**src/hdl/cache_biu_pkg.sv**
```systemverilog
//////////////////////////////
// cache bus controller package
// bus widths, line geometry, command and
// burst encodings, sequencer states
//////////////////////////////

package cache_biu_pkg;

  //////////////////////////////
  // bus and line geometry
  localparam int XLEN          = 32;           // data bus width
  localparam int PLEN          = 32;           // physical address width
  localparam int BURST_SIZE    = 4;            // words per line
  localparam int BURST_BITS    = 2;            // word index within a line
  localparam int BURST_LSB     = 2;            // byte offset bits in a word
  localparam int LINE_BITS     = XLEN * BURST_SIZE;
  localparam int INFLIGHT_BITS = 3;            // one burst plus one single

  //////////////////////////////
  // payload types
  typedef logic [LINE_BITS-1:0] line_t;
  typedef logic [XLEN-1:0]      word_t;

  // command from the miss handler
  typedef enum logic [1:0] {
    BIUCMD_NOP,
    BIUCMD_READWAY,
    BIUCMD_WRITEWAY
  } biucmd_t;

  // burst type on the bus, AHB style ordering
  typedef enum logic [2:0] {
    SINGLE,
    INCR,
    WRAP4,
    INCR4,
    WRAP8,
    INCR8,
    WRAP16,
    INCR16
  } biu_type_t;

  // burst sequencer FSM
  typedef enum logic [1:0] {
    IDLE,
    WAIT4BIU,   // strobe stretched, waiting for acceptance
    BURST       // beats in progress
  } seq_state_t;

endpackage
```
**src/hdl/line_buf_if.sv**
```systemverilog
//////////////////////////////
// line buffer link
// sequencer to line buffer pulses and the
// buffer's head word and assembled line
//////////////////////////////

`timescale 1ns/100ps

interface line_buf_if;

  logic                      evict_load;  // load evicted line, shifted by one word
  cache_biu_pkg::line_t      evict_line;
  logic                      fill_we;     // write one returned read word
  logic [cache_biu_pkg::BURST_BITS-1:0] fill_idx;
  cache_biu_pkg::word_t      fill_word;
  logic                      shift;       // next write-back word
  cache_biu_pkg::word_t      head_word;   // word 0 of the buffer
  cache_biu_pkg::line_t      line;        // buffer with current beat overlaid

  // sequencer side drives all pulses
  modport seq_mp (
    output evict_load, evict_line, fill_we, fill_idx, fill_word, shift,
    input  head_word
  );

  // buffer side
  modport buf_mp (
    input  evict_load, evict_line, fill_we, fill_idx, fill_word, shift,
    output head_word, line
  );

endinterface

```
**src/hdl/cache_biu_top.sv**
```systemverilog
//////////////////////////////
// data cache bus controller
// line fill, write-back and non-cacheable
// transfers towards a burst BIU
//////////////////////////////

`timescale 1ns/100ps

module cache_biu_top (
  input  logic                                    clk_i,
  input  logic                                    rst_ni,
  input  logic                                    flush_i,
  // cache side
  input  cache_biu_pkg::biucmd_t                  biucmd_i,
  output logic                                    biucmd_ack_o,
  output logic                                    biucmd_busy_o,
  input  logic                                    nc_req_i,
  output logic                                    nc_ack_o,
  output logic [cache_biu_pkg::INFLIGHT_BITS-1:0] inflight_cnt_o,
  input  logic [cache_biu_pkg::PLEN-1:0]          adr_i,
  input  logic                                    we_i,
  input  cache_biu_pkg::word_t                    d_i,
  input  logic [cache_biu_pkg::PLEN-1:0]          evict_adr_i,
  input  cache_biu_pkg::line_t                    evict_line_i,
  output cache_biu_pkg::line_t                    line_o,      // filled line
  // BIU side
  output logic                                    biu_stb_o,
  input  logic                                    biu_stb_ack_i,
  input  logic                                    biu_d_ack_i,
  output logic [cache_biu_pkg::PLEN-1:0]          biu_adri_o,
  input  logic [cache_biu_pkg::PLEN-1:0]          biu_adro_i,
  output cache_biu_pkg::biu_type_t                biu_type_o,
  output logic                                    biu_we_o,
  output cache_biu_pkg::word_t                    biu_d_o,
  input  cache_biu_pkg::word_t                    biu_q_i,
  input  logic                                    biu_ack_i,
  input  logic                                    biu_err_i
);

  logic strobe_burst;   // current strobe is a line burst

  line_buf_if i_lb_if ();

  assign line_o = i_lb_if.line;

  //////////////////////////////
  // sequencer
  biu_burst_seq i_burst_seq (
    .clk_i          (clk_i),
    .rst_ni         (rst_ni),
    .biucmd_i       (biucmd_i),
    .nc_req_i       (nc_req_i),
    .adr_i          (adr_i),
    .we_i           (we_i),
    .d_i            (d_i),
    .evict_adr_i    (evict_adr_i),
    .evict_line_i   (evict_line_i),
    .biu_stb_ack_i  (biu_stb_ack_i),
    .biu_d_ack_i    (biu_d_ack_i),
    .biu_adro_i     (biu_adro_i),
    .biu_q_i        (biu_q_i),
    .biu_ack_i      (biu_ack_i),
    .biu_err_i      (biu_err_i),
    .biucmd_ack_o   (biucmd_ack_o),
    .biucmd_busy_o  (biucmd_busy_o),
    .biu_stb_o      (biu_stb_o),
    .biu_adri_o     (biu_adri_o),
    .biu_type_o     (biu_type_o),
    .biu_we_o       (biu_we_o),
    .biu_d_o        (biu_d_o),
    .strobe_burst_o (strobe_burst),
    .lb             (i_lb_if.seq_mp)
  );

  biu_line_buf i_line_buf (
    .clk_i (clk_i),
    .lb    (i_lb_if.buf_mp)
  );

  // in-flight and flush bookkeeping
  biu_resp_tracker i_resp_tracker (
    .clk_i          (clk_i),
    .rst_ni         (rst_ni),
    .flush_i        (flush_i),
    .strobe_burst_i (strobe_burst),
    .biu_stb_ack_i  (biu_stb_ack_i),
    .biu_ack_i      (biu_ack_i),
    .biu_err_i      (biu_err_i),
    .inflight_cnt_o (inflight_cnt_o),
    .nc_ack_o       (nc_ack_o)
  );

endmodule

```
**src/hdl/biu_resp_tracker.sv**
```systemverilog
//////////////////////////////
// response tracker
// counts transfers in flight, discards
// stale acknowledges after a flush
//////////////////////////////

`timescale 1ns/100ps

module biu_resp_tracker (
  input  logic                                    clk_i,
  input  logic                                    rst_ni,
  input  logic                                    flush_i,
  input  logic                                    strobe_burst_i,
  input  logic                                    biu_stb_ack_i,
  input  logic                                    biu_ack_i,
  input  logic                                    biu_err_i,
  output logic [cache_biu_pkg::INFLIGHT_BITS-1:0] inflight_cnt_o,
  output logic                                    nc_ack_o
);

  logic [cache_biu_pkg::INFLIGHT_BITS-1:0] discard_q;   // acks still to drop
  logic [cache_biu_pkg::INFLIGHT_BITS-1:0] issued;
  logic beat_end;

  assign beat_end = biu_ack_i | biu_err_i;

  // transfers added by an accepted strobe
  assign issued = !biu_stb_ack_i  ? '0 :
                  strobe_burst_i  ? cache_biu_pkg::INFLIGHT_BITS'(cache_biu_pkg::BURST_SIZE) :
                                    cache_biu_pkg::INFLIGHT_BITS'(1);

  //////////////////////////////
  // in-flight count
  always_ff @(posedge clk_i or negedge rst_ni)
  begin
    if (!rst_ni)
      inflight_cnt_o <= '0;
    else
      inflight_cnt_o <= inflight_cnt_o + issued - {{(cache_biu_pkg::INFLIGHT_BITS-1){1'b0}},
                                                   beat_end};
  end

  //////////////////////////////
  // flush discard
  always_ff @(posedge clk_i or negedge rst_ni)
  begin
    if (!rst_ni)
      discard_q <= '0;
    else if (flush_i)
    begin
      if (|inflight_cnt_o && beat_end)
        discard_q <= inflight_cnt_o - 1'b1;   // this beat is already gone
      else
        discard_q <= inflight_cnt_o;
    end
    else if (|discard_q && beat_end)
      discard_q <= discard_q - 1'b1;
  end

  // only fresh acks reach the cache
  assign nc_ack_o = biu_ack_i & ~flush_i & ~|discard_q;

endmodule

```
**src/hdl/biu_line_buf.sv**
```systemverilog
//////////////////////////////
// line buffer
// assembles filled words by index, shifts
// the evicted line out for write-back
//////////////////////////////

`timescale 1ns/100ps

module biu_line_buf (
  input  logic        clk_i,
  line_buf_if.buf_mp  lb
);

  cache_biu_pkg::line_t buf_q;

  //////////////////////////////
  // line register
  always_ff @(posedge clk_i)
  begin
    if (lb.evict_load)
    begin
      // word 0 leaves with the strobe, keep words 1..3
      buf_q <= lb.evict_line >> cache_biu_pkg::XLEN;
    end
    else if (lb.fill_we)
    begin
      // beats may come back in wrap order
      buf_q[lb.fill_idx*cache_biu_pkg::XLEN +: cache_biu_pkg::XLEN] <= lb.fill_word;
    end
    else if (lb.shift)
    begin
      buf_q <= buf_q >> cache_biu_pkg::XLEN;   // next write-back word to head
    end
  end

  // head of buffer feeds biu_d_o in BURST
  assign lb.head_word = buf_q[cache_biu_pkg::XLEN-1:0];

  //////////////////////////////
  // assembled line
  // last beat is not yet registered when the
  // command is acknowledged, so overlay it
  always_comb
  begin
    lb.line = buf_q;
    lb.line[lb.fill_idx*cache_biu_pkg::XLEN +: cache_biu_pkg::XLEN] = lb.fill_word;
  end

endmodule

```
**src/hdl/biu_burst_seq.sv**
```systemverilog
//////////////////////////////
// burst sequencer
// issues line and single strobes to the BIU,
// stretches them under back-pressure, counts
// beats and drives the line buffer
//////////////////////////////

`timescale 1ns/100ps

module biu_burst_seq (
  input  logic                             clk_i,
  input  logic                             rst_ni,
  input  cache_biu_pkg::biucmd_t           biucmd_i,
  input  logic                             nc_req_i,
  input  logic [cache_biu_pkg::PLEN-1:0]   adr_i,
  input  logic                             we_i,
  input  cache_biu_pkg::word_t             d_i,
  input  logic [cache_biu_pkg::PLEN-1:0]   evict_adr_i,
  input  cache_biu_pkg::line_t             evict_line_i,
  input  logic                             biu_stb_ack_i,
  input  logic                             biu_d_ack_i,
  input  logic [cache_biu_pkg::PLEN-1:0]   biu_adro_i,
  input  cache_biu_pkg::word_t             biu_q_i,
  input  logic                             biu_ack_i,
  input  logic                             biu_err_i,
  output logic                             biucmd_ack_o,
  output logic                             biucmd_busy_o,
  output logic                             biu_stb_o,
  output logic [cache_biu_pkg::PLEN-1:0]   biu_adri_o,
  output cache_biu_pkg::biu_type_t         biu_type_o,
  output logic                             biu_we_o,
  output cache_biu_pkg::word_t             biu_d_o,
  output logic                             strobe_burst_o,
  line_buf_if.seq_mp                       lb
);

  cache_biu_pkg::seq_state_t state_q;
  logic [cache_biu_pkg::BURST_BITS-1:0] beat_cnt;
  logic [cache_biu_pkg::PLEN-1:0] adri_hold;   // strobe fields kept for WAIT4BIU
  logic                           we_hold;
  cache_biu_pkg::word_t           d_hold;
  logic in_idle, in_wait, in_burst;
  logic line_cmd;

  assign in_idle  = (state_q == cache_biu_pkg::IDLE);
  assign in_wait  = (state_q == cache_biu_pkg::WAIT4BIU);
  assign in_burst = (state_q == cache_biu_pkg::BURST);
  assign line_cmd = (biucmd_i != cache_biu_pkg::BIUCMD_NOP);

  // last beat or bus error ends the line command
  assign biucmd_ack_o = in_burst & (biu_err_i | (~|beat_cnt & biu_ack_i));

  //////////////////////////////
  // FSM
  always_ff @(posedge clk_i or negedge rst_ni)
  begin
    if (!rst_ni)
    begin
      state_q       <= cache_biu_pkg::IDLE;
      biucmd_busy_o <= 1'b0;
    end
    else
    begin
      case (state_q)
        cache_biu_pkg::IDLE:
        begin
          if (line_cmd)
          begin
            biucmd_busy_o <= 1'b1;
            // BIU may not take the strobe right away
            state_q <= biu_stb_ack_i ? cache_biu_pkg::BURST : cache_biu_pkg::WAIT4BIU;
          end
        end
        cache_biu_pkg::WAIT4BIU:
        begin
          if (biu_stb_ack_i)
            state_q <= cache_biu_pkg::BURST;
        end
        cache_biu_pkg::BURST:
        begin
          if (biucmd_ack_o)
          begin
            state_q       <= cache_biu_pkg::IDLE;
            biucmd_busy_o <= 1'b0;
          end
        end
        default: state_q <= cache_biu_pkg::IDLE;
      endcase
    end
  end

  // beats left, counts down from 3
  always_ff @(posedge clk_i or negedge rst_ni)
  begin
    if (!rst_ni)
      beat_cnt <= '1;
    else if (in_idle)
      beat_cnt <= '1;
    else if (in_burst && biu_ack_i)
      beat_cnt <= beat_cnt - 1'b1;
  end

  //////////////////////////////
  // strobe fields
  always_comb
  begin
    biu_stb_o  = 1'b0;
    biu_adri_o = adri_hold;
    biu_we_o   = we_hold;
    biu_d_o    = d_hold;
    case (state_q)
      cache_biu_pkg::IDLE:
      begin
        case (biucmd_i)
          cache_biu_pkg::BIUCMD_READWAY:
          begin
            biu_stb_o  = 1'b1;
            biu_adri_o = {adr_i[cache_biu_pkg::PLEN-1:cache_biu_pkg::BURST_LSB],
                          {cache_biu_pkg::BURST_LSB{1'b0}}};   // word aligned
            biu_we_o   = 1'b0;
            biu_d_o    = '0;
          end
          cache_biu_pkg::BIUCMD_WRITEWAY:
          begin
            biu_stb_o  = 1'b1;
            biu_adri_o = evict_adr_i;
            biu_we_o   = 1'b1;
            biu_d_o    = evict_line_i[cache_biu_pkg::XLEN-1:0];  // word 0 goes with strobe
          end
          default:
          begin
            biu_stb_o  = nc_req_i;   // non-cacheable single
            biu_adri_o = adr_i;
            biu_we_o   = we_i;
            biu_d_o    = d_i;
          end
        endcase
      end
      cache_biu_pkg::WAIT4BIU: biu_stb_o = 1'b1;      // hold fields until accepted
      cache_biu_pkg::BURST:    biu_d_o   = lb.head_word;
      default: ;
    endcase
  end

  assign biu_type_o = (in_idle && !line_cmd) ? cache_biu_pkg::INCR : cache_biu_pkg::WRAP4;

  // strobe is a line burst, for the tracker
  assign strobe_burst_o = (in_idle & line_cmd) | in_wait;

  // capture what was driven while idle
  always_ff @(posedge clk_i)
  begin
    if (in_idle)
    begin
      adri_hold <= biu_adri_o;
      we_hold   <= biu_we_o;
      d_hold    <= biu_d_o;
    end
  end

  //////////////////////////////
  // line buffer control
  assign lb.evict_load = in_idle & (biucmd_i == cache_biu_pkg::BIUCMD_WRITEWAY);
  assign lb.evict_line = evict_line_i;
  assign lb.fill_we    = in_burst & ~we_hold & biu_ack_i;
  assign lb.fill_idx   = biu_adro_i[cache_biu_pkg::BURST_LSB +: cache_biu_pkg::BURST_BITS];
  assign lb.fill_word  = biu_q_i;
  assign lb.shift      = in_burst & we_hold & biu_d_ack_i;   // BIU wants next word

endmodule

```
**config.mk**
```make
export PLATFORM = sky130hd
export DESIGN_NAME = cache_biu_top
export DESIGN_NICKNAME = d
export VERILOG_FILES = /design/src/hdl/cache_biu_pkg.sv /design/src/hdl/line_buf_if.sv /design/src/hdl/cache_biu_top.sv /design/src/hdl/biu_resp_tracker.sv /design/src/hdl/biu_line_buf.sv /design/src/hdl/biu_burst_seq.sv
export SDC_FILE = /design/constraint.sdc
export NUM_CORES = 1
export LEC_CHECK = 0
export ABC_AREA = 1
export BUFFER_PORTS_ARGS = -buffer_cell sky130_fd_sc_hd__buf_2
export CAP_MARGIN = 20
export CORE_AREA = 4 4 193 195
export DETAILED_ROUTE_END_ITERATION = 10
export DIE_AREA = 0 0 197 199
export PLACE_DENSITY = 0.64
export SYNTH_ARGS = -nofsm -noshare
export SYNTH_HDL_FRONTEND = slang
export SYNTH_SLANG_ARGS = --single-unit
```
**constraint.sdc**
```tcl
create_clock -name clk_i -period 11.8 [get_ports clk_i]
set_clock_uncertainty 0.05 [all_clocks]
set_input_delay 1.77 -clock clk_i [delete_from_list [all_inputs] [get_ports clk_i]]
set_output_delay 1.77 -clock clk_i [all_outputs]
set_load 0.02 [all_outputs]
```
==> results.cfg <==
[pwr]
p_sw_uw = 1206
ir_worst_vdd_mv = 0.09999
leakagePower_uw = 0.008760
intPower_uw = 1910
pwr-share-clk_pct = 26.9
pwr_density_cell_nw_per_um2 = 183.3
power.share.sequential_pct = 35.8
swShare_pct = 38.70
p_comb_share_pct = 37.3

[grt]
grt_max_degree = 128
grt-ovfl-total = 0
grt_usage_pct = 24.81
grt_pass1_vias = 13830
grt_pass1_wl_mm = 78.43
antenna_found_initial = 8

[clocking]
clock_latency_ns = 0.52
cts_max_level = 1
cts_buffers = 25
tritoncts = built
cts.sinks = 204
cts_resized = 0
postCtsSetupBuffers = 0
clk_pin_slew_ns = 0.06
clockBufferDepth = 3
root_buffer = clkbuf_16
cts_hold_buf = 0

[setup_path]
reg2reg_to = i_line_buf.buf_q[8]
cp.required_ns = 9.98
r2r_slack_ns = 8.31
path_class = input port to primary output
reg2regPathDepth = 7
cp-end-kind = primary output
critPathMaxStageDelay_ns = 0.61
crit_family = buffers and inverters
critPathBufInv = 6
path_cells = buf_2 > buf_4 > inv_1 > ha_1 > inv_1 > nand2_1 > nor2_2 > buf_4 > nand2_1 > nand2_1 > buf_2
cp_max_fo = 68
worstPathArrival_ns = 4.19
critPathLaunchType = input port
regToRegStartpoint = i_burst_seq.state_q[0]
crit_slowest_cell = buf_4
path_common_cell = nand2_1
cp-startpoint = biu_adro_i[2]

[detailed_routing]
route.detailed.drc = 0
dr.first_iter.drc_count = 1355
avgViaCountPerCell = 5.178
antenna_left = 0
vias = 14860
routedWlPerCell_um = 17.92
routed_wl_mm = 51.42
first_pass_iters = 8

[timing]
rsz0062_at_grt = no
worstMarginPinSlew_ns = 1.006
hold_viol_final = 0
finalMaxSlewViolations = 0
fmax_ghz = 0.1665
fin_tns_setup_ns = 0
min_period_ns = 6.007
setup_violations = 0
max_slew_margin_pct = 32.84
period_share_pct = 50.91

[run_status]
outcome = finished, final reports clean

[layout]
regArea_sq_um = 5753
mostFrequentLayoutCell = nand2_1
utilization_pct = 48.03
synthToLayoutAreaGrowth_pct = 25.99
final_layout_size_suffix_gt1_share_pct = 23.01
fill_cells = 3659
final_cell_mix = nand2_1, buf_2, nand3_1, inv_1, edfxtp_1
multiInputGateArea_sq_um = 6429
nets = 2700

[logic_synthesis]
avgSynthCellArea_sq_um = 6.738
syn-num-nets = 2318
yosys_warnings = 0
ys_types = 28
synth_area_leaders = edfxtp_1, nand2_1, nand3_1, inv_1, a21oi_1
ys_ff_latch = 204
ys_seq_area_share_pct = 42.63
yosys.area.top_type = edfxtp_1
synth_area_sq_um = 13500
syn_inst = 2003
yosysTopAreaCellShare_pct = 35.82

[die]
die_x_um = 197
rows = 69
start_util_pct = 38.13
die_area_sq_um = 39200
coreArea_sq_um = 35400
fp.dieH_um = 199
num_io_pins = 502

[placement]
place_congestion = 0.9169
hpwl_mm = 36.79
io_buffers = 470

[min_path]
min_from = i_burst_seq.biucmd_busy_o
hp-class = register to register
hold_end = i_burst_seq.biucmd_busy_o
whs_path_depth = 2

[flow_run]
cap_violations = 0
cells in the mapped netlist, drive strengths merged:
cell / instances
edfxtp: 161
a31oi: 31
o21ai: 69
nor2: 81
nand3b: 1
dfxtp: 32
a21oi: 139
dfstp: 2
and2: 1
fa: 1
nand4: 33
dfrtp: 9
ha: 15
conb: 1
buf: 61
nand2: 855
nand3: 235
inv: 197
clkbuf: 78
nor3: 1
logic make-up (layout without fill, tap and decap cells):
group	count (synthesis)	after routing	share of synthesized area, %
and+or+nand+nor	1207	1207	36.58
buffers and inverters	336	736	10.08
AOI/OAI and AO/OA	239	239	9.151
DFF	204	204	42.63
adders and majority gates	16	16	1.539
other	1	7	0.02779
worst reg2reg max path, cell delays in order (launching register included):
cell	delay, ns
dfrtp_1	0.40
buf_4	0.27
inv_2	0.17
nand2_1	0.12
inv_2	0.46
nand3_1	0.29
nand3_4	0.45
buf_4	0.83
area by class of cell:
| cell class | count | area share [%] |
|---|---|---|
| Antenna cell | 6 | 0.08831 |
| Clock buffer | 34 | 4.114 |
| Clock inverter | 11 | 1.133 |
| Inverter | 197 | 4.379 |
| Multi-Input combinational cell | 1463 | 37.81 |
| Sequential cell | 204 | 33.84 |
| Tap cell | 461 | 3.392 |
| Timing Repair Buffer | 494 | 15.25 |
sequential cells by signal, summed over array words and instances (netlist names), 2 cells and up:
register and count:
i_resp_tracker.discard_q 3, i_burst_seq.d_hold 32, i_line_buf.buf_q 128, i_burst_seq.state_q 2, i_resp_tracker.inflight_cnt_o 3, i_burst_seq.beat_cnt 2
i_burst_seq.adri_hold 32
metrics by stage:
| stage | setup slack (ns) | std cells | hold slack [ns] | area, sq um | power [uW] |
|---|---|---|---|---|---|
| 2_1_floorplan | 6.064 | 2003 | 0.4438 | 13500 | 1876 |
| 3_3_place_gp | 5.063 | 2816 | 0.4429 | 16010 | 2259 |
| 3_5_place_dp | 5.032 | 2816 | 0.4554 | 16010 | 2281 |
| 4_1_cts | 5.030 | 2861 | 0.4739 | 16910 | 3132 |
| 5_1_grt | 5.588 | 2868 | 0.5057 | 17000 | 3313 |
| 6_report | 5.793 | 2870 | 0.4729 | 17000 | 3116 |
per-layer routing:
layer | part of all wire (%) | track usage, % | up-vias
met3 | 10 | 4.895 | 117
met4 | 3.8 | 8.680 | 6
met2 | 45 | 38.72 | 810
li1 | - | - | 7254
met1 | 41 | 34.56 | 6674
met5 | 0.051 | 0 | -
worst max-delay path by stage:
stage               cells past startpoint             endpoint  slack [ns]
CTS                                    11           line_o[54]        5.03
global route                           11           line_o[37]        5.59
detailed placement                     11           line_o[54]        5.03
global placement                       11           line_o[54]        5.06
finish                                 11           line_o[48]        5.79
floorplan                               5  i_line_buf.buf_q[0]        6.06
power by group through the flow:
stage / clock [uW] / sequential, uW / combinational, uW
3_5_place_dp: 0 / 1130 / 1150
2_1_floorplan: 0 / 1110 / 765
5_1_grt: 880 / 1140 / 1300
6_report: 839 / 1110 / 1160
3_3_place_gp: 0 / 1120 / 1140
4_1_cts: 857 / 1110 / 1160
(Power assumes the default switching activity.)
